[config.mk]
export PLATFORM = sky130hd
export DESIGN_NAME = pdu_fifo
export DESIGN_NICKNAME = d
export VERILOG_FILES = /design/src/rtl/pdu_fifo.sv
export SDC_FILE = /design/constraint.sdc
export NUM_CORES = 1
export LEC_CHECK = 0
export ABC_AREA = 1
export BUFFER_PORTS_ARGS = -buffer_cell sky130_fd_sc_hd__buf_2
export CAP_MARGIN = 20
export CORE_AREA = 2 2 70 72
export DETAILED_ROUTE_END_ITERATION = 10
export DIE_AREA = 0 0 72 74
export GPL_TIMING_DRIVEN = 0
export PLACE_DENSITY = 0.58
export SLEW_MARGIN = 0
export SYNTH_ARGS = -nofsm -noshare
export SYNTH_HDL_FRONTEND = slang
export SYNTH_SLANG_ARGS = --single-unit
[constraint.sdc]
create_clock -name clk -period 3.25 [get_ports clk]
set_clock_uncertainty 0.05 [all_clocks]
set_input_delay 0.4875 -clock clk [delete_from_list [all_inputs] [get_ports clk]]
set_output_delay 0.4875 -clock clk [all_outputs]
set_load 0.005 [all_outputs]
[src/rtl/pdu_fifo.sv]
`default_nettype none

module pdu_fifo #(
    parameter type payload_t = logic,
    parameter int  DEPTH     = 16,
    parameter int  AW        = 5
) (
    input  wire logic    clk,
    input  wire logic    rst,
    input  wire logic    wr_en,
    input  wire payload_t wr_data,
    input  wire logic    rd_en,
    output payload_t     rd_data,
    output logic [AW-1:0] occup,
    output logic         empty
);

    localparam int PW = $clog2(DEPTH);

    payload_t      mem [DEPTH];
    logic [PW-1:0] wr_ptr;
    logic [PW-1:0] rd_ptr;
    logic [AW-1:0] count;
    logic          full;
    logic          wr_ok;
    logic          rd_ok;

    assign full  = (count == AW'(DEPTH));
    assign empty = (count == '0);
    assign occup = count;
    assign wr_ok = wr_en && !full;
    assign rd_ok = rd_en && !empty;

    // the head is read straight from storage
    assign rd_data = mem[rd_ptr];

    always_ff @(posedge clk) begin
        if (wr_ok) begin
            mem[wr_ptr] <= wr_data;
        end
    end

    always_ff @(posedge clk) begin
        if (rst) begin
            wr_ptr <= '0;
            rd_ptr <= '0;
            count  <= '0;
        end else begin
            if (wr_ok) begin
                wr_ptr <= (wr_ptr == PW'(DEPTH - 1)) ? '0 : wr_ptr + 1'b1;
            end
            if (rd_ok) begin
                rd_ptr <= (rd_ptr == PW'(DEPTH - 1)) ? '0 : rd_ptr + 1'b1;
            end
            case ({wr_ok, rd_ok})
                2'b10:   count <= count + 1'b1;
                2'b01:   count <= count - 1'b1;
                default: count <= count;
            endcase
        end
    end

    // the writer is expected to reserve room before it starts writing
    no_write_when_full: assert property (@(posedge clk) disable iff (rst)
        wr_en |-> !full);

    no_read_when_empty: assert property (@(posedge clk) disable iff (rst)
        rd_en |-> !empty);

endmodule

`default_nettype wire

* Word-level counts from Yosys, hierarchy flattened
Memory sizes are Yosys's and may differ from the RTL's. A register that Yosys moved wholly into a read port is not among the register bits.
Cells that the tools add are included.
** Cells by class
- $add $sub $neg :: 4
- Eq/ne operators :: 5
- Reduce and logical (&&, ||, !) cells :: 6
- Multiplexer cells :: 7
** Operators by type and width (number)
- 2-to-1 mux 4 bit :: 4
- case mux 5 bit (2 select lines) :: 1
- adder 4 x 1 -> 4 bit, second input constant :: 2
- == test 4 bit, second input constant :: 2
- adder 5 x 1 -> 5 bit, second input constant :: 1
- == test 5 bit, second input constant :: 1
- zero test 5 bit :: 1
- subtractor 5 x 1 -> 5 bit, second input constant :: 1
- == test 2 x 1 -> 1 bit, second input constant :: 1
- == test 2 bit, second input constant :: 1
- logical AND 1 bit :: 2
- zero test 1 bit :: 2
- 2-to-1 mux 1 bit :: 2
- nonzero test 2 bit :: 1
** Word-level totals
- Register bits after elaboration :: 13
- Output and inout port bits :: 7
- Memory bits (writable) :: 16
- Input bits :: 5
- Memories kept :: 1
- Logic and storage cells :: 26
** Memory list
- mem :: words 16, bits a word 1, read ports 1, clocked after memory_dff 1, wr ports 1, RTL line 20 : payload_t mem [DEPTH];

* Longest topological paths before layout
Gate-level depths: netlist (run 1).
- Depth in word-level cells :: 5
- Mapped depth :: 17
- Gate-level depth less buffers :: 17

* Worst setup path before layout (run 1)
OpenSTA, ideal clock, no wires.
- Path type :: flip-flop to flip-flop
- From :: reg count[0] (netlist: occup[0])
- To :: reg count[2] (netlist: occup[2])
- Cell stages (with the launch flop) :: 15
- Path buffers :: 0
- Library setup time :: 0.113 ns
- Period minus slack after synthesis :: 1.932 ns
- Setup slack :: 1.318 ns
- Data arrival time :: 1.769 ns
- Data required time :: 3.087 ns
- Cells stage by stage :: dfxtp_1 inv_2 nand4_2 nand2_2 inv_2 ha_1 inv_2 nand2_1 nand2_1 ha_1 inv_1 nand2_1 xor2_1 o21ai_1 inv_1
** On the way
- Word-level cells in the longest chain between the ends :: 5
- Elaborated cells between the ends (all ways) :: 12
- Those cells by class :: add/sub (2); eq/ne (3); mux (1); reduce/logical (6)
** Ends and longest elaborated chain
- start, declared :: RTL line 23 : logic [AW-1:0] count;
- start signal, assigned :: RTL line 56 : 2'b10: count <= count + 1'b1;
- start signal, assigned :: RTL line 57 : 2'b01: count <= count - 1'b1;
- start signal, assigned :: RTL line 58 : default: count <= count;
- == test 5 bit or zero test 5 bit (tied branches) :: RTL line 28, 29
- zero test 1 bit (on tied branches) :: RTL line 31, 32
- logical AND 1 bit (on tied branches) :: RTL line 31, 32
- == test 2 x 1 -> 1 bit or == test 2 bit (tied branches) :: RTL line 55 : case ({wr_ok, rd_ok})
- case mux 5 bit (2 select lines) or nonzero test 2 bit (tied branches)
Parallel ways exist; a longest one is shown, timed or not.
A chain may end at the register's enable or synchronous reset.

* Worst setup path in the final report (run 1)
- From :: reg count[0] (netlist: occup[0])
- To :: reg count[4] (netlist: occup[4])
Same word-level chain as after synthesis.

==> impl_metrics.toml, run 1 <==
[timing]
slew_viol_final = 0
max_freq_mhz = 453
slew_headroom = 0.722
finalSetupTns_ns = 0
hold_viol = 0
rsz0062_at_grt = "no"
whs_ns = 0.461
setup_violations = 0
setup_ws_ns = 1.04
period_needed_ns = 2.21
min_period_over_period = 0.680
worstMarginPinSlew_ns = 0.417

[cts]
postCtsSetupBuffers = 0
cts-root-buf = "clkbuf_8"
cts_max_level = 2
cts.sinks = 33
cts_buffer_depth = 2
path_clk_slew_ns = 0.07
cts_tree = "done"
cts_buffers = 5
cts_hold_repair.buffers = 0
clock_latency_ns = 0.28
post_cts_resized = 0

[pwr]
p_seq_frac = 0.417
power_density_mw_per_mm2 = 685
p_int_mw = 0.822
pwr-share-clk = 0.225
power_leakage_nw = 0.812
p_sw_mw = 0.470
peakVddDrop_uv = 324
pwr-share-comb = 0.358
p_sw_frac = 0.364
power_mw = 1.29

[grt]
antenna_found_initial = 0
grt_use_total = 0.128
grt_max_degree = 17
grt-ovfl-total = 0
grt_pass1_vias = 1216
grt_pass1_wl_microns = 5240

[cells_and_area]
area_growth_pct = 11.9
drive_gt1_frac = 0.172
nNetsFinal = 227
mostFrequentLayoutCell = "nand2_1"
fill_cells = 454
fin_area_sq_mm = 0.00189
fin_cells = 269
post-route-util = 0.410
seqCellArea_sq_um = 821
multiInputGateArea_sq_um = 722
most-common-layout-cells = "41 x nand2_1, 26 x inv_1, 18 x nor2_1, 17 x dfxtp_1, 16 x edfxtp_1"
diodes = 0

[floorplan]
rows = 25
start_util = 0.367
core_area_sq_mm = 0.00460
dieArea_sq_mm = 0.00533
die_y_microns = 74
num_io_pins = 12
dieWidth_microns = 72

[worst_setup_path]
cpMostUsedCell = "nand2_1"
crit_chain = "inv_2 -> nand4_2 -> nand2_2 -> inv_2 -> ha_1 -> inv_2 -> nand2_1 -> nand2_1 -> ha_1 -> inv_1 -> nand2_1 -> nand3_2 -> nand2_1 -> nand2_1 -> nand3_1 -> nand2_1 -> inv_1"
worstSetupStartpointType = "flip-flop"
cp_top_family = "simple AND/OR/NAND/NOR gates"
crit_slowest_cell = "dfxtp_1"
worstPathArrival_ns = 2.34
endpoint_kind = "flip-flop"
cp_slowest_stage_delay_ns = 0.46
cp_num_buf_inv = 5
critPathKind = "reg -> reg"
crit_fanout = 6
crit_required_ns = 3.38

[detailed_routing]
vias = 1245
drcViolationCount = 0
ant_nets = 0
wl_per_cell_microns = 10.9
avgViaCountPerCell = 4.63
drt_iter0_markers = 34
wl_microns = 2940
drt_pass1_iterations = 4

[outcome]
outcome = "completed"

[hold_path]
min_path_type = "reg -> reg"

[placed_design]
io_buffers = 10
hpwlAfterDp_microns = 2170
place.gp.congestion = 0.832
dp_cells = 261
placed_area_sq_mm = 0.00180
pre_cts_ws_ns = 1.04

[logic_synthesis]
synth_nets = 210
ys_ff_latch = 33
yosysSeqAreaShare = 0.487
yosys_warnings = 0
netlist_instances = 197
netlist_area_sq_mm = 0.00169
ys_types = 27
syn_area_per_cell_sq_um = 8.56

[job]
drv_cap = 0
==> synth_stat cells (all sizes together) <==
cell type	n	area [sq um]
dfxtp	17	340
inv	30	115
nor3	1	10.0
nand3b	2	15.0
xnor2	2	17.5
nand2	45	184
o211ai	4	30.0
o21ai	12	63.8
buf	3	23.8
clkbuf	1	3.75
ha	8	100
a21oi	15	75.1
nor2	20	80.1
nand4	2	25.0
xor2	3	26.3
nand3	16	95.1
edfxtp	16	480
==> metal layers <==
layer / vias to the layer above / track usage / wire length (microns)
met4: 0 / 0.0566 / 54
met2: 21 / 0.208 / 1350
li1: 675 / - / -
met3: 4 / 0.0407 / 106
met5: - / 0 / 0
met1: 545 / 0.157 / 1430
==> final cells by class <==
class / count / area share
Sequential cell: 33 / 0.435
Clock inverter: 2 / 0.00531
Multi-Input combinational cell: 130 / 0.383
Inverter: 30 / 0.0610
Tap cell: 54 / 0.0358
Timing Repair Buffer: 10 / 0.0265
Clock buffer: 6 / 0.0385
Buffer: 4 / 0.0146
==> path summary, 6_finish.rpt <==
kind	startpoint	to	slack [ns]	cells past startpoint
min reg2reg	wr_ptr[0]$_SDFFE_PP0P_	wr_ptr[0]$_SDFFE_PP0P_	0.46	2
max	occup[0]$_SDFFE_PP0P_	occup[4]$_SDFFE_PP0P_	1.04	17
min	wr_ptr[0]$_SDFFE_PP0P_	wr_ptr[0]$_SDFFE_PP0P_	0.46	2
max reg2reg	occup[0]$_SDFFE_PP0P_	occup[4]$_SDFFE_PP0P_	1.04	17
==> power by group through the flow <==
stage / Clock, mW / Combinational [mW] / Sequential [mW]
2_1_floorplan: 0 / 0.357 / 0.541
3_3_place_gp: 0 / 0.465 / 0.549
3_5_place_dp: 0 / 0.467 / 0.548
4_1_cts: 0.301 / 0.469 / 0.539
5_1_grt: 0.317 / 0.537 / 0.549
6_report: 0.290 / 0.463 / 0.539
==> cells by family (layout without fill, tap and decap cells) <==
group / Yosys count / in the layout / synth area share
AO/OA/AOI/OAI: 31 / 31 / 0.100
buffers and inverters: 34 / 52 / 0.0846
adder cells (fa/ha/maj): 8 / 8 / 0.0594
flip-flops: 33 / 33 / 0.487
XOR/XNOR: 5 / 5 / 0.0260
AND/OR/NAND/NOR: 86 / 86 / 0.243
==> tightest hold or removal path, stage by stage, from the launching register on <==
cell and delay (ns):
dfxtp_1 0.34, nand2_1 0.07, a21oi_1 0.05
Power figures use the tool's default switching activity.
==> run 2, diff against run 1 <==
PLACE_DENSITY = 0.6   (was 0.58)
clock period = 1.85 ns   (was 3.25 ns; I/O delays follow)
==> impl_metrics.toml, run 2 (synthesis gave the netlist of run 1 again) <==
[hold_path]
min_path_type = "in -> reg"

[cts]
cts-root-buf = "clkbuf_8"
path_clk_slew_ns = 0.07
cts_buffers = 5
cts.sinks = 33
cts_hold_repair.buffers = 0
cts_max_level = 2
clock_latency_ns = 0.28
cts_tree = "done"
cts_buffer_depth = 2

[detailed_routing]
drt_iter0_markers = 54
drt_pass1_iterations = 4
wl_microns = 3120
avgViaCountPerCell = 4.76
wl_per_cell_microns = 11.3
ant_nets = 0
vias = 1319
drcViolationCount = 0

[placed_design]
io_buffers = 10
placed_area_sq_mm = 0.00182
hpwlAfterDp_microns = 2190
place.gp.congestion = 0.816

[timing]
setup_violations = 0
slew_viol_final = 0
slew_headroom = 0.727
rsz0062_at_grt = "yes"
max_freq_mhz = 550
hold_viol = 0
period_needed_ns = 1.82
min_period_over_period = 0.983
worstMarginPinSlew_ns = 0.410

[cells_and_area]
nNetsFinal = 235
area_growth_pct = 22.0
diodes = 0
fin_area_sq_mm = 0.00206
drive_gt1_frac = 0.274
fill_cells = 427
most-common-layout-cells = "36 x nand2_1, 24 x inv_1, 18 x nor2_1, 16 x edfxtp_1, 15 x a21oi_1"
mostFrequentLayoutCell = "nand2_1"

[floorplan]
num_io_pins = 12
die_y_microns = 74
dieWidth_microns = 72
rows = 25
dieArea_sq_mm = 0.00533
start_util = 0.367
core_area_sq_mm = 0.00460

[worst_setup_path]
crit_required_ns = 1.99
worstSetupStartpointType = "flip-flop"
endpoint_kind = "flip-flop"
worstPathArrival_ns = 1.95
critPathKind = "reg -> reg"
crit_fanout = 4

[pwr]
peakVddDrop_uv = 599
power_density_mw_per_mm2 = 1250
power_leakage_nw = 0.859
power_mw = 2.56

[grt]
grt-ovfl-total = 0
grt_pass1_vias = 1255
grt_pass1_wl_microns = 5520
grt_max_degree = 17
grt_use_total = 0.135
antenna_found_initial = 0

[job]
drv_cap = 0

[outcome]
outcome = "completed"
run 2: cell count changes in the layout (fill, tap and decap cells not counted), sizes merged:
| cell | change |
|---|---|
| clkinvlp | +1 |
| clkbuf | -1 |
| buf | +8 |
run 2: worst paths after layout:
kind | slack, ns | end | cells after the start | from
hold reg to reg | 0.45 | occup[0]$_SDFFE_PP0P_ | 1 | occup[0]$_SDFFE_PP0P_
hold / removal | 0.31 | mem[12]$_DFFE_PP_ | 1 | wr_data
setup / recovery | 0.03 | occup[2]$_SDFFE_PP0P_ | 13 | occup[2]$_SDFFE_PP0P_
setup reg to reg | 0.03 | occup[2]$_SDFFE_PP0P_ | 13 | occup[2]$_SDFFE_PP0P_
run 2: cell type report:
class                      instances  area [sq um]  share of cell area
clock buffer                       5          68.8              0.0335
sequential                        33           833               0.405
clock inverter                     3          17.5             0.00852
multi-input combinational        130           805               0.391
inverter                          30           120              0.0584
timing repair buffer              18           114              0.0554
buffer                             4          30.0              0.0146
tap                               54          67.6              0.0329
run 2: metal layers:
metal | global-route usage | share of wire | vias up
met4 | 0.0629 | 0.025 | 0
met3 | 0.0325 | 0.023 | 5
met2 | 0.237 | 0.49 | 13
met1 | 0.158 | 0.46 | 610
li1 | - | - | 691
met5 | 0 | 0 | -
run 2: metrics by stage:
stage / cells / setup WS (ns) / TNS, ns / hold WS [ns] / util
finish: 277 / 0.0315 / 0 / 0.313 / 0.447
global route: 277 / -0.0969 / -0.222 / 0.326 / 0.447
CTS: 277 / 0.0131 / 0 / 0.311 / 0.434
detailed placement: 261 / -0.247 / -0.514 / 0.450 / 0.395
global placement: 261 / -0.238 / -0.463 / 0.442 / 0.395
floorplan: 197 / 0.00847 / 0 / 0.326 / -
run 2: power by group:
part           leakage, nW  internal (mW)  total (mW)  switching [mW]
Combinational        0.529          0.472        1.07           0.600
Clock               0.0439          0.259       0.519           0.260
Sequential           0.286          0.879       0.972          0.0934
run 2: critical path, stage by stage, from the launching register on:
cell and delay [ns]:
dfxtp_4 0.36, nor2_4 0.16, nand4_4 0.12, nand2_4 0.09
inv_4 0.04, ha_4 0.17, nand2_2 0.07, nand2_2 0.08
ha_4 0.16, inv_2 0.04, nand2_2 0.06, xor2_1 0.16
o21ai_1 0.11, inv_1 0.04
run 2: repair_timing:
action,in CTS,in global routing
endpoints found under the setup margin,3,5
setup buffers,8,0
cloned,0,0
gates resized for setup,11,18
pin swaps,5,16
