===== src/rtl/pdu_consts.svh =====
`ifndef PDU_CONSTS_SVH
`define PDU_CONSTS_SVH

// stream widths
`define PDU_DATA_W      512
`define PDU_EMPTY_W     6
`define APP_IDX_W       4

// packet buffer, counted in flits
`define PKT_BUF_DEPTH   64
`define PKT_BUF_AW      7

// descriptor buffer
`define DESC_BUF_DEPTH  16
`define DESC_BUF_AW     5

// largest packet the generator must be able to hold
`define MAX_PKT_FLITS   16
`define PDU_ID_W        16

`endif


===== src/rtl/pdu_pkg.sv =====
`default_nettype none
`include "pdu_consts.svh"

package pdu_pkg;

    // ********************
    // stream payloads
    // ********************

    // one flit as stored in the packet buffer, already in host byte order
    typedef struct packed {
        logic [`PDU_DATA_W-1:0] data;
        logic                   sop;
        logic                   eop;
    } flit_t;

    // only the low APP_IDX_W bits of queue_id are meaningful
    typedef struct packed {
        logic [15:0] queue_id;
    } metadata_t;

    // ********************
    // descriptor
    // ********************

    typedef struct packed {
        logic [`APP_IDX_W-1:0] queue_id;
        logic [15:0]           flits;
        logic [15:0]           bytes;
        logic [`PDU_ID_W-1:0]  pdu_id;
    } pkt_desc_t;

endpackage

`default_nettype wire


===== src/rtl/pdu_gen.sv =====
`default_nettype none
`include "pdu_consts.svh"

module pdu_gen (
    input  wire logic                    clk,
    input  wire logic                    rst,
    input  wire logic                    in_sop,
    input  wire logic                    in_eop,
    input  wire logic [`PDU_DATA_W-1:0]  in_data,
    input  wire logic [`PDU_EMPTY_W-1:0] in_empty,
    input  wire logic                    in_valid,
    output logic                         in_ready,
    input  wire logic                    in_meta_valid,
    input  wire pdu_pkg::metadata_t      in_meta_data,
    output logic                         in_meta_ready,
    input  wire logic [`PKT_BUF_AW-1:0]  pkt_occup,
    input  wire logic [`DESC_BUF_AW-1:0] desc_occup,
    output logic                         pkt_wr_en,
    output pdu_pkg::flit_t               pkt_wr_data,
    output logic                         desc_wr_en,
    output pdu_pkg::pkt_desc_t           desc_wr_data
);

    typedef enum logic {
        ST_START,
        ST_WRITE
    } state_t;

    state_t                 state;
    logic [15:0]            flit_cnt;
    logic [15:0]            byte_cnt;
    logic [15:0]            flits_next;
    logic [15:0]            bytes_next;
    logic [`PDU_ID_W-1:0]   pdu_id;
    logic [`PDU_DATA_W-1:0] data_rev;
    logic                   accept;
    logic                   room;
    pdu_pkg::pkt_desc_t     desc_pend;

    assign in_ready = (state == ST_WRITE);
    assign accept   = in_valid && in_ready;

    // room for a full-size packet plus the flits and descriptors still in the pipeline
    assign room = (pkt_occup < (`PKT_BUF_DEPTH - 2 - `MAX_PKT_FLITS)) &&
                  (desc_occup < (`DESC_BUF_DEPTH - 3));

    assign flits_next = flit_cnt + 16'd1;
    assign bytes_next = byte_cnt + 16'd64 - (in_eop ? 16'(in_empty) : 16'd0);

    // host byte order: byte 0 of the flit becomes byte 63
    always_comb begin
        for (int i = 0; i < `PDU_DATA_W / 8; i++) begin
            data_rev[i*8 +: 8] = in_data[`PDU_DATA_W - 8 - i*8 +: 8];
        end
    end

    // ********************
    // admission FSM
    // ********************

    always_ff @(posedge clk) begin
        if (rst) begin
            state         <= ST_START;
            flit_cnt      <= '0;
            byte_cnt      <= '0;
            pdu_id        <= '0;
            in_meta_ready <= 1'b0;
        end else begin
            in_meta_ready <= 1'b0;
            case (state)
                ST_START: begin
                    flit_cnt <= '0;
                    byte_cnt <= '0;
                    // the pending consume pulse still refers to the previous packet's item
                    if (in_meta_valid && !in_meta_ready && room) begin
                        state <= ST_WRITE;
                    end
                end
                ST_WRITE: begin
                    if (accept) begin
                        flit_cnt <= flits_next;
                        byte_cnt <= bytes_next;
                        if (in_eop) begin
                            in_meta_ready <= 1'b1;
                            pdu_id        <= pdu_id + 1'b1;
                            state         <= ST_START;
                        end
                    end
                end
                default: state <= ST_START;
            endcase
        end
    end

    // ********************
    // buffer writes
    // ********************

    always_ff @(posedge clk) begin
        if (accept) begin
            pkt_wr_data.data <= data_rev;
            pkt_wr_data.sop  <= in_sop;
            pkt_wr_data.eop  <= in_eop;
        end
        if (accept && in_eop) begin
            desc_pend.queue_id <= in_meta_data.queue_id[`APP_IDX_W-1:0];
            desc_pend.flits    <= flits_next;
            desc_pend.bytes    <= bytes_next;
            desc_pend.pdu_id   <= pdu_id;
        end
        if (in_meta_ready) begin
            desc_wr_data <= desc_pend;
        end
    end

    always_ff @(posedge clk) begin
        if (rst) begin
            pkt_wr_en  <= 1'b0;
            desc_wr_en <= 1'b0;
        end else begin
            pkt_wr_en  <= accept;
            desc_wr_en <= in_meta_ready;
        end
    end

    // the source must mark the first flit of every packet and no other
    sop_on_first_flit: assert property (@(posedge clk) disable iff (rst)
        accept |-> (in_sop == (flit_cnt == 16'd0)));

    // the admission margin only covers packets up to the maximum size
    pkt_within_max: assert property (@(posedge clk) disable iff (rst)
        accept |-> (flit_cnt < 16'(`MAX_PKT_FLITS)));

endmodule

`default_nettype wire


===== config.mk =====
export PLATFORM = sky130hd
export DESIGN_NAME = pdu_gen
export DESIGN_NICKNAME = d
export VERILOG_FILES = /design/src/rtl/pdu_pkg.sv /design/src/rtl/pdu_gen.sv
export VERILOG_INCLUDE_DIRS = /design/src /design/src/rtl
export SDC_FILE = /design/constraint.sdc
export NUM_CORES = 1
export LEC_CHECK = 0
export BUFFER_PORTS_ARGS = -buffer_cell sky130_fd_sc_hd__buf_4
export CAP_MARGIN = 0
export CORE_AREA = 2 2 438 440
export CTS_CLUSTER_DIAMETER = 150
export CTS_CLUSTER_SIZE = 25
export DETAILED_ROUTE_END_ITERATION = 12
export DIE_AREA = 0 0 440 442
export GPL_ROUTABILITY_DRIVEN = 0
export HOLD_SLACK_MARGIN = 0.02
export PLACE_DENSITY_LB_ADDON = 0.05
export SLEW_MARGIN = 20
export SYNTH_ARGS = -nofsm -noshare
export SYNTH_HDL_FRONTEND = slang
export SYNTH_SLANG_ARGS = --single-unit
export TNS_END_PERCENT = 5

===== constraint.sdc =====
create_clock -name clk -period 40.9 [get_ports clk]
set_input_delay 2.045 -clock clk [delete_from_list [all_inputs] [get_ports clk]]
set_output_delay 2.045 -clock clk [all_outputs]
set_load 0.03 [all_outputs]

# Yosys cells after proc, flatten, opt, wreduce, memory -nomap -nowiden
# Index checks and enable logic that the tools add are counted.
# op_classes
n_addsub	4
order_cmp	2
n_eq_ne	1
muxes	10
n_bitwise	2
reduce_logical	8
# ops
cell	count
$pmux W16 S2	2
$add A16 B1 Y16 const B	2
$mux W16	2
$add A16 B7 Y16 const B	1
$sub A16 B6 Y16	1
$lt A7 B6 Y1 const B	1
$mux W6	1
$logic_and A1 B1 Y1	5
$lt A5 B4 Y1 const B	1
$mux W1	4
$reduce_and A3 Y1	1
$reduce_or A3 Y1	1
$ne A2 B1 Y1 const B	1
$not A1 Y1	2
$pmux W1 S2	1
$logic_not A1 Y1	1
# totals
reg_bits	670
in_bits	552
out_inout_bits	570
wordCells	45

# Depth between registers and ports, before layout
# Gate-level depths: netlist (run 1).
# logic_depth
ltp_word	5
ltp_mapped	10
depth_no_buf	10

# Worst setup path before layout (run 1)
# Ideal clock, no wire load.
# synth_timing
path_kind	input port to flip-flop
startpoint	input in_valid
endpoint	register byte_cnt[10]
setup_ps	62
arrival_ps	14507
required_time_ps	40838
setup_slack_ps	26331
stages	8
path_buffers	3
path_cell_list	and2_1 -> nand2b_1 -> buf_2 -> inv_2 -> buf_2 -> buf_4 -> nand4_1 -> nand3_1
# synth_via
elab_chain_cells	2
# synth_rtl
item	line	rtl
from (decl)	pdu_gen.sv:11	input wire logic in_valid,
$logic_and A1 B1 Y1	pdu_gen.sv:41	assign accept = in_valid && in_ready;
$ne A2 B1 Y1 (no line)	n/a	
to (signal assigned)	pdu_gen.sv:82	byte_cnt <= bytes_next;
to (decl)	pdu_gen.sv:31	logic [15:0] byte_cnt;
# Every way passes these cells.
# A chain may end at the register's enable or synchronous reset.

# Final worst setup path (run 1)
# layout_timing
startpoint	input in_valid
endpoint	register pkt_wr_data[131] (netlist name) (enable)
# layout_via
elab_chain_cells	1
# layout_rtl
item	line	rtl
$logic_and A1 B1 Y1	pdu_gen.sv:41	
via accept	pdu_gen.sv:36	logic accept;
to (decl)	pdu_gen.sv:19	output pdu_pkg::flit_t pkt_wr_data,
# The timed path passes the listed nets, and every way through them passes these cells.

==> results of run 1 <==
[area by class of cell]
class                           count  share of cell area
Antenna cell                       10            0.000724
Clock buffer                       49              0.0308
Clock inverter                      9             0.00550
Inverter                           17             0.00185
Multi-Input combinational cell    283              0.0598
Sequential cell                   670               0.567
Tap cell                         2511              0.0909
Timing Repair Buffer             1117               0.243
[synth_stat cells, types with 2 or more instances]
| library cell | count |
|---|---|
| nand3_1 | 17 |
| edfxtp_1 | 618 |
| a211o_1 | 3 |
| xor2_1 | 27 |
| a21oi_2 | 2 |
| xnor2_1 | 20 |
| clkbuf_1 | 7 |
| or3_1 | 2 |
| nor2b_1 | 6 |
| buf_2 | 5 |
| o21a_1 | 4 |
| o21ai_1 | 2 |
| a21boi_1 | 2 |
| o211ai_1 | 3 |
| nor2_1 | 37 |
| nor4_4 | 3 |
| dfxtp_1 | 52 |
| and3_1 | 5 |
| and4_1 | 3 |
| ha_1 | 24 |
| a22o_1 | 14 |
| nor3_1 | 7 |
| a21o_1 | 4 |
| o31ai_1 | 2 |
| a21oi_1 | 12 |
| nand4_1 | 10 |
| nand2b_1 | 2 |
| inv_1 | 16 |
| nand4_2 | 2 |
| o21ai_0 | 7 |
| buf_6 | 2 |
| nand2_1 | 35 |
| and2_1 | 4 |
| and4b_1 | 2 |
[flip-flops by register name (all words and copies together), names as in the netlist]
| signal | cells |
|---|---|
| in_ready | 1 |
| pkt_wr_en | 1 |
| pkt_wr_data | 514 |
| pdu_id | 16 |
| desc_wr_data | 52 |
| byte_cnt | 16 |
| in_meta_ready | 1 |
| desc_pend | 52 |
| flit_cnt | 16 |
| desc_wr_en | 1 |
[power groups by stage]
stage               clock [uW]  combinational [uW]  sequential [uW]
floorplan                    0                7.14              796
global placement             0                84.4              775
detailed placement           0                84.5              775
CTS                        508                84.7              759
global route               523                87.2              760
finish                     470                82.4              759
[per-layer routing]
layer | track usage | wire length [microns] | share of wire | vias to the layer above
li1 | - | - | - | 6095
met1 | 0.115 | 40900 | 0.34 | 7116
met2 | 0.246 | 70900 | 0.58 | 482
met3 | 0.0376 | 8200 | 0.067 | 114
met4 | 0.0203 | 1860 | 0.015 | 26
met5 | 0 | 158 | 0.0013 | -
[kinds of logic after synthesis]
logic type / Yosys count / synth area share
xor gates and xnor gates: 48 / 0.0199
muxes: 2 / 0.000975
adders and majority gates: 25 / 0.0147
AOI/OAI and AO/OA: 67 / 0.0233
and+or+nand+nor: 141 / 0.0356
buffers and inverters: 33 / 0.00688
DFF: 670 / 0.899
[metrics by stage]
stage / worst slack (ns) / power [uW] / instances / hold WS [ns] / utilization
after floorplan: 26.33 / 803 / 986 / 0.400 / -
after global placement: 35.50 / 859 / 4598 / 0.403 / 0.176
after detailed placement: 35.39 / 859 / 4598 / 0.405 / 0.176
after CTS: 36.15 / 1350 / 4656 / 0.422 / 0.182
after global routing: 36.00 / 1370 / 4657 / 0.436 / 0.182
final: 36.21 / 1310 / 4666 / 0.428 / 0.182
[critical path, stage by stage]
cell    delay [ns]
buf_4         0.24
and2_4        0.67
buf_4         0.88
buf_4         0.86
[layout by cell type (no fill, tap or decap), drive strengths merged, types with 2 or more instances in the layout]
cell type and n:
buf 1117, edfxtp 618, dfxtp 52, clkbuf 49
nor2 37, nand2 35, xor2 27, ha 24
inv 22, xnor2 20, nand3 18, a22o 14
a21oi 14, nand4 13, diode 10, o21ai 10
nor3 7, nor2b 6, and3 5, a21o 4
o21a 4, and2 4, nor4 4, clkinv 4
and4 3, a211o 3, o211ai 3, and4b 2
a21boi 2, nand2b 2, o31ai 2, or3 2
a211oi 2
[worst max path at each step]
| stage | from | cells after the start | endpoint |
|---|---|---|---|
| final | in_valid | 4 | pkt_wr_data[131] |
| after global routing | in_valid | 4 | pkt_wr_data[45] |
| after CTS | in_valid | 4 | pkt_wr_data[422] |
| after detailed placement | in_valid | 4 | pkt_wr_data[398] |
| after global placement | in_valid | 4 | pkt_wr_data[398] |
| after floorplan | in_valid | 8 | byte_cnt[10] |
==> results.py, run 1 <==
metrics = {
    "global_routing": {
        "grt.overflow.total": 0,
        "grt_usage": 0.120,
        "antenna_found_initial": 37,
        "grt_pass1_vias": 14100,
        "grt_first_pass_wirelength_microns": 153000,
        "grt_max_degree": 150,
    },
    "sta": {
        "maxClockFrequency_mhz": 213,
        "rsz0062_at_grt": "false",
        "tns_ns": 0,
        "finalSetupViolations": 0,
        "skew_ns": 0.0355,
        "tightest_slew_ns": 1.18,
        "hold_viol": 0,
        "maxSlewHeadroom": 0.213,
        "period_share": 0.115,
        "finalCriticalPeriod_ns": 4.69,
        "maxSlewViolCount": 0,
    },
    "hold_path": {
        "hold_class": "reg2reg",
        "worst_hold_startpoint": "desc_pend[41]",
        "whs_endpoint": "desc_wr_data[41]",
        "worstHoldPathCells": 0,
    },
    "detailed_routing": {
        "wl_per_cell_microns": 26.1,
        "vias": 13800,
        "drt_pass1_iterations": 4,
        "avgViaCountPerCell": 2.96,
        "drc": 0,
        "first_iter_violations": 592,
        "wl_microns": 122000,
        "ant_nets": 0,
    },
    "pwr": {
        "p_clk_frac": 0.358,
        "powerDensity_nw_per_um2": 37.9,
        "p_sw_uw": 317,
        "p_int_uw": 995,
        "p_seq_frac": 0.579,
        "switching_share": 0.241,
        "p_leak_uw": 0.0128,
        "vdd_ir_drop_max_mv": 0.0227,
        "p_comb_frac": 0.063,
    },
    "clock_network": {
        "clock_latency_ns": 0.65,
        "cts.htree.levels": 2,
        "cts_resized": 0,
        "cts_tree": "done",
        "clockBufferDepth": 3,
        "cts_root_buf": "clkbuf_16",
        "clk_pin_slew_ns": 0.11,
        "cts_buffers": 38,
        "cts_sinks": 670,
        "postCtsSetupBuffers": 0,
        "holdBufCountCts": 0,
    },
    "yosys": {
        "ys_ff_latch": 670,
        "yosys_most_used_dff": "edfxtp_1",
        "syn-instance-count": 986,
        "synth_top_area_share": 0.851,
        "ys_types": 59,
        "synth_top_area_cell": "edfxtp_1",
        "synth_async_sr_flop_share": 0,
        "ys_top_cells_by_area": "edfxtp_1 (85%), dfxtp_1 (4.8%), ha_1 (1.4%), xor2_1 (1.1%), xnor2_1 (0.80%)",
        "synth_edf_count": 618,
        "yosysWarnings": 0,
        "syn-mean-instance-area_sq_um": 22.1,
        "synthesis.nets": 1563,
        "ys_seq_area_frac": 0.899,
        "synth_area_sq_um": 21800,
    },
    "final_layout": {
        "drive_gt1_frac": 0.553,
        "nets": 2704,
        "design_area_sq_um": 34600,
        "fillers": 20500,
        "regArea_sq_um": 19600,
        "multi_input_area_sq_um": 2070,
        "area_growth_pct": 58.5,
    },
    "setup_path": {
        "r2r_cells": 3,
        "regToRegStartpoint": "in_ready",
        "path_class": "in2reg",
        "critical_path_arrival_ns": 4.97,
        "r2r-end": "pkt_wr_data[131]",
        "end_kind": "register",
        "cp_max_fo": 69,
        "start_kind": "input port",
        "rrSetupSlack_ns": 37.40,
        "critical_path_required_ns": 41.18,
    },
    "floorplanning": {
        "row_count": 160,
        "io_pins": 1122,
        "fp.dieW_microns": 440,
        "fp.dieH_microns": 442,
        "core_sq_um": 190000,
        "die_area_sq_um": 194000,
        "start_util": 0.115,
    },
    "job": {
        "cap_violations": 0,
    },
    "place": {
        "place_hpwl_microns": 100000,
        "numPortBuffers": 1108,
        "place_area_sq_um": 33300,
    },
    "run_status": {
        "status": "finished clean",
    },
}
Note: power is estimated with default switching activity, not from simulation.
==> inputs of run 2 (changes only) <==
==> constraint.sdc (replaced) <==
create_clock -name clk -period 3.9 [get_ports clk]
set_input_delay 0.195 -clock clk [delete_from_list [all_inputs] [get_ports clk]]
set_output_delay 0.195 -clock clk [all_outputs]
set_load 0.03 [all_outputs]
==> results.py, run 2 (synthesis gave the netlist of run 1 again) <==
metrics = {
    "setup_path": {
        "regToRegStartpoint": "in_meta_ready",
        "cp_max_fo": 55,
        "r2r_cells": 6,
        "rrSetupSlack_ns": 0.76,
        "critical_path_arrival_ns": 3.68,
        "end_kind": "register",
        "path_class": "reg2reg",
        "r2r-end": "in_ready",
        "start_kind": "register",
        "critical_path_required_ns": 4.44,
        "startpoint": "in_meta_ready",
    },
    "final_layout": {
        "nets": 3228,
        "drive_gt1_frac": 0.444,
        "final_cell_mix": "buf_4 (1117), edfxtp_1 (618), dlygate4sd3_1 (525)",
        "largest-register": "pkt_wr_data",
        "final_cells": 5197,
        "largest_reg_flops": 514,
        "fillers": 20400,
        "layout_commonest_cell": "buf_4",
        "utilization": 0.209,
        "area_growth_pct": 81.8,
        "design_area_sq_um": 39700,
        "reg.largest.list": "pkt_wr_data: 514 flops, desc_pend: 52 flops, desc_wr_data: 52 flops",
    },
    "detailed_routing": {
        "ant_nets": 0,
        "avgViaCountPerCell": 3.05,
        "drc": 0,
        "wl_microns": 126000,
        "first_iter_violations": 755,
        "vias": 15900,
        "wl_per_cell_microns": 24.2,
        "drt_pass1_iterations": 4,
    },
    "global_routing": {
        "grt_usage": 0.124,
        "antenna_found_initial": 52,
        "grt_pass1_vias": 16700,
        "grt_first_pass_wirelength_microns": 162000,
        "grt.overflow.total": 0,
        "grt_max_degree": 103,
    },
    "floorplanning": {
        "die_area_sq_um": 194000,
        "row_count": 160,
        "io_pins": 1122,
        "fp.dieH_microns": 442,
        "core_sq_um": 190000,
        "start_util": 0.115,
        "fp.dieW_microns": 440,
    },
    "run_status": {
        "status": "finished clean",
    },
    "sta": {
        "period_share": 0.806,
        "finalCriticalPeriod_ns": 3.14,
        "maxSlewHeadroom": 0.274,
        "maxSlewViolCount": 0,
        "hold_viol": 0,
        "maxClockFrequency_mhz": 318,
        "rsz0062_at_grt": "false",
        "finalSetupViolations": 0,
        "skew_ns": 0.0317,
        "tightest_slew_ns": 1.09,
        "hold_slack_ns": 0.121,
    },
    "clock_network": {
        "clock_latency_ns": 0.64,
        "cts_root_buf": "clkbuf_16",
        "postCtsSetupBuffers": 0,
        "clk_pin_slew_ns": 0.11,
        "cts_buffers": 35,
        "cts.htree.levels": 2,
        "cts_resized": 0,
        "cts_tree": "done",
        "cts_sinks": 670,
        "clockBufferDepth": 3,
    },
    "job": {
        "cap_violations": 0,
    },
    "pwr": {
        "fin_total_pwr_uw": 13900,
        "p_leak_uw": 0.0149,
        "vdd_ir_drop_max_mv": 0.211,
        "powerDensity_nw_per_um2": 350,
    },
    "hold_path": {
        "worst_hold_startpoint": "in_empty[1]",
        "hold_class": "in2reg",
        "whs_endpoint": "desc_pend[17]",
        "worstHoldPathCells": 4,
    },
    "place": {
        "place_area_sq_um": 33300,
        "numPortBuffers": 1108,
        "dp.cells": 4600,
        "place_hpwl_microns": 102000,
    },
}
-- run 2: changes by cell type in the layout (fill, tap and decap cells not counted), moves of 2 or more --
cell | previous run | this run
inv_4 | 0 | 2
buf_4 | 1115 | 1117
dlygate4sd3_1 | 0 | 525
diode_2 | 10 | 21
clkbuf_16 | 41 | 37
clkinv_16 | 3 | 0
-- run 2: worst max-delay path, stage by stage, from the launching register on --
cell and delay [ns]:
dfxtp_4 0.99, nor4b_1 0.14, dlygate4sd3_1 0.60, a31oi_1 0.12, dlygate4sd3_1 0.56, nor3_1 0.04, dlygate4sd3_1 0.58
-- run 2: cell type report --
| type | instances | area, sq um | share of cell area |
|---|---|---|---|
| Clock inverter | 7 | 92.6 | 0.00233 |
| Clock buffer | 44 | 952 | 0.0240 |
| Sequential cell | 670 | 19600 | 0.494 |
| Tap cell | 2511 | 3140 | 0.0792 |
| Antenna cell | 21 | 52.6 | 0.00133 |
| Multi-Input combinational cell | 283 | 2070 | 0.0521 |
| Inverter | 17 | 63.8 | 0.00161 |
| Timing Repair Buffer | 1644 | 13700 | 0.345 |
-- run 2: worst max-delay path by stage --
stage          depth (start not counted)  slack [ns]       endpoint
6_report                               6        0.76       in_ready
5_1_grt                                6        0.53       in_ready
4_1_cts                                6        0.63       in_ready
3_5_place_dp                          10        0.87  desc_pend[31]
3_3_place_gp                          10        0.85  desc_pend[31]
2_1_floorplan                          8       -1.00   byte_cnt[10]
-- run 2: metrics by stage --
stage | setup WS, ns | TNS, ns
finish | 0.756 | 0
global route | 0.525 | 0
CTS | 0.627 | 0
detailed placement | 0.870 | 0
global placement | 0.847 | 0
floorplan | -1.00 | -307.56
-- run 2: report_power, final --
| part | switching [uW] | internal [uW] | total [uW] |
|---|---|---|---|
| clock network | 2720 | 1800 | 4520 |
| registers | 28.6 | 7930 | 7960 |
| logic | 596 | 797 | 1390 |
-- run 2: per-layer routing --
layer / GRT usage / part of all wire
met5: 0 / 0.000056
met3: 0.0264 / 0.054
met2: 0.251 / 0.57
met4: 0.0200 / 0.015
met1: 0.129 / 0.36
-- run 2: timing repair --
action	CTS	global route
endpoints found under the hold margin	548	0
setup endpoints to repair	0	0
hold buffers	525	0
==> inputs of run 3 (changes only) <==
==> constraint.sdc (replaced) <==
create_clock -name clk -period 3.3 [get_ports clk]
set_input_delay 0.165 -clock clk [delete_from_list [all_inputs] [get_ports clk]]
set_output_delay 0.165 -clock clk [all_outputs]
set_load 0.03 [all_outputs]
==> results.py, run 3 (synthesis gave the netlist of run 1 again) <==
metrics = {
    "sta": {
        "skew_ns": 0.0261,
        "maxSlewViolCount": 0,
        "maxClockFrequency_mhz": 348,
        "tns_ns": 0,
        "finalWorstSetupSlack_ns": 0.430,
        "maxSlewHeadroom": 0.364,
        "finalSetupViolations": 0,
        "period_share": 0.870,
        "finalCriticalPeriod_ns": 2.87,
        "rsz0062_at_grt": "false",
        "tightest_slew_ns": 0.955,
        "hold_viol": 0,
    },
    "detailed_routing": {
        "first_iter_violations": 762,
        "vias": 15800,
        "wl_microns": 127000,
        "ant_nets": 0,
        "wl_per_cell_microns": 24.3,
        "drt_pass1_iterations": 4,
        "avgViaCountPerCell": 3.05,
        "drc": 0,
    },
    "final_layout": {
        "nets": 3229,
        "drive_gt1_frac": 0.444,
        "utilization": 0.209,
        "largest-register": "pkt_wr_data",
        "design_area_sq_um": 39700,
        "final_cell_mix": "buf_4 (1115), edfxtp_1 (618), dlygate4sd3_1 (525)",
        "area_growth_pct": 82.1,
        "reg.largest.list": "pkt_wr_data: 514 flops, desc_pend: 52 flops, desc_wr_data: 52 flops",
        "layout_commonest_cell": "buf_4",
        "largest_reg_flops": 514,
    },
    "setup_path": {
        "critical_path_arrival_ns": 3.39,
        "critical_path_required_ns": 3.82,
        "max_stage_delay_ns": 0.77,
        "cp_cell_sequence": "nor4b_1, dlygate4sd3_1, a31oi_1, dlygate4sd3_1, nor3_1, dlygate4sd3_1",
        "slowest_stage": "dfxtp_4",
        "path_common_cell": "dlygate4sd3_1",
        "path_delay_family": "buffers and inverters",
        "end_kind": "register",
        "cp_num_buf_inv": 3,
        "start_kind": "register",
        "path_class": "reg2reg",
        "cp_max_fo": 29,
    },
    "run_status": {
        "status": "finished clean",
    },
    "job": {
        "cap_violations": 0,
    },
    "floorplanning": {
        "row_count": 160,
        "fp.dieH_microns": 442,
        "io_pins": 1122,
        "die_area_sq_um": 194000,
        "start_util": 0.115,
        "fp.dieW_microns": 440,
        "core_sq_um": 190000,
    },
    "clock_network": {
        "cts_tree": "done",
        "cts_resized": 0,
        "cts_sinks": 670,
        "clockBufferDepth": 3,
        "clock_latency_ns": 0.63,
        "cts.htree.levels": 2,
        "cts_buffers": 35,
        "cts_root_buf": "clkbuf_16",
        "clk_pin_slew_ns": 0.11,
    },
    "pwr": {
        "p_leak_uw": 0.0149,
        "powerDensity_nw_per_um2": 413,
        "fin_total_pwr_uw": 16400,
        "vdd_ir_drop_max_mv": 0.230,
    },
    "place": {
        "numPortBuffers": 1108,
        "pre_cts_slack_ns": 0.341,
        "place_hpwl_microns": 102000,
        "place_area_sq_um": 33300,
    },
    "global_routing": {
        "grt.overflow.total": 0,
        "grt_first_pass_wirelength_microns": 163000,
        "grt_max_degree": 134,
        "grt_usage": 0.124,
        "antenna_found_initial": 52,
        "grt_pass1_vias": 16800,
    },
    "hold_path": {
        "hold_class": "in2reg",
    },
}
-- run 3: cell types whose count changed in the layout (fill, tap and decap cells not counted), sizes merged --
cell and delta:
diode +2, inv -3, clkinv +8, clkbuf -2, clkinvlp -1, buf +1
-- run 3: worst paths after layout --
path                               startpoint          endpoint  slack [ns]  cells past startpoint
worst max-delay path            in_meta_ready          in_ready        0.43                      6
worst min-delay path              in_empty[1]     desc_pend[17]        0.11                      4
worst max register to register  in_meta_ready          in_ready        0.43                      6
worst min register to register  desc_pend[48]  desc_wr_data[48]        0.43                      0
-- run 3: worst min-delay path, delay by kind of cell --
family / cells / cell delay, ns
fa+ha+maj: 2 / 0.28
simple gates: 1 / 0.06
buf+inv: 1 / 0.11
-- run 3: metrics by stage --
step / std cells / hold WS [ns]
2_1_floorplan: 986 / 0.264
3_3_place_gp: 4600 / 0.344
3_5_place_dp: 4600 / 0.344
4_1_cts: 5178 / 0.0201
5_1_grt: 5198 / 0.0746
6_report: 5202 / 0.106
-- run 3: power by group --
group / internal, uW / leakage [uW] / switching (uW) / total (uW)
Sequential: 9370 / 0.00591 / 32.3 / 9410
Clock: 2120 / 0.000514 / 3220 / 5340
Combinational: 943 / 0.00852 / 706 / 1650
Total: 12400 / 0.0149 / 3960 / 16400
-- run 3: area by class of cell --
cell class                      instances  area (sq um)
Fill cell                           20300        150000
Clock inverter                         11           109
Inverter                               17          63.8
Sequential cell                       670         19600
Antenna cell                           23          57.6
Tap cell                             2511          3140
Clock buffer                           42           945
Multi-Input combinational cell        283          2060
Timing Repair Buffer                 1645         13700
-- run 3: what timing repair did --
action                                  in CTS  in global routing
endpoints found under the setup margin       0                  1
buffers inserted                             0                  1
hold buffers                               525                  0
hold endpoints to repair                   548                  0
-- run 3: per-layer routing --
metal  global-route usage  part of all wire  wire [microns]  up-vias
met3               0.0238             0.054            6860      105
li1                     -                 -               -     7156
met1                0.131              0.36           45600     8040
met4               0.0220             0.017            2130       10
met2                0.249              0.57           71900      533
met5                    0           0.00051              65        -
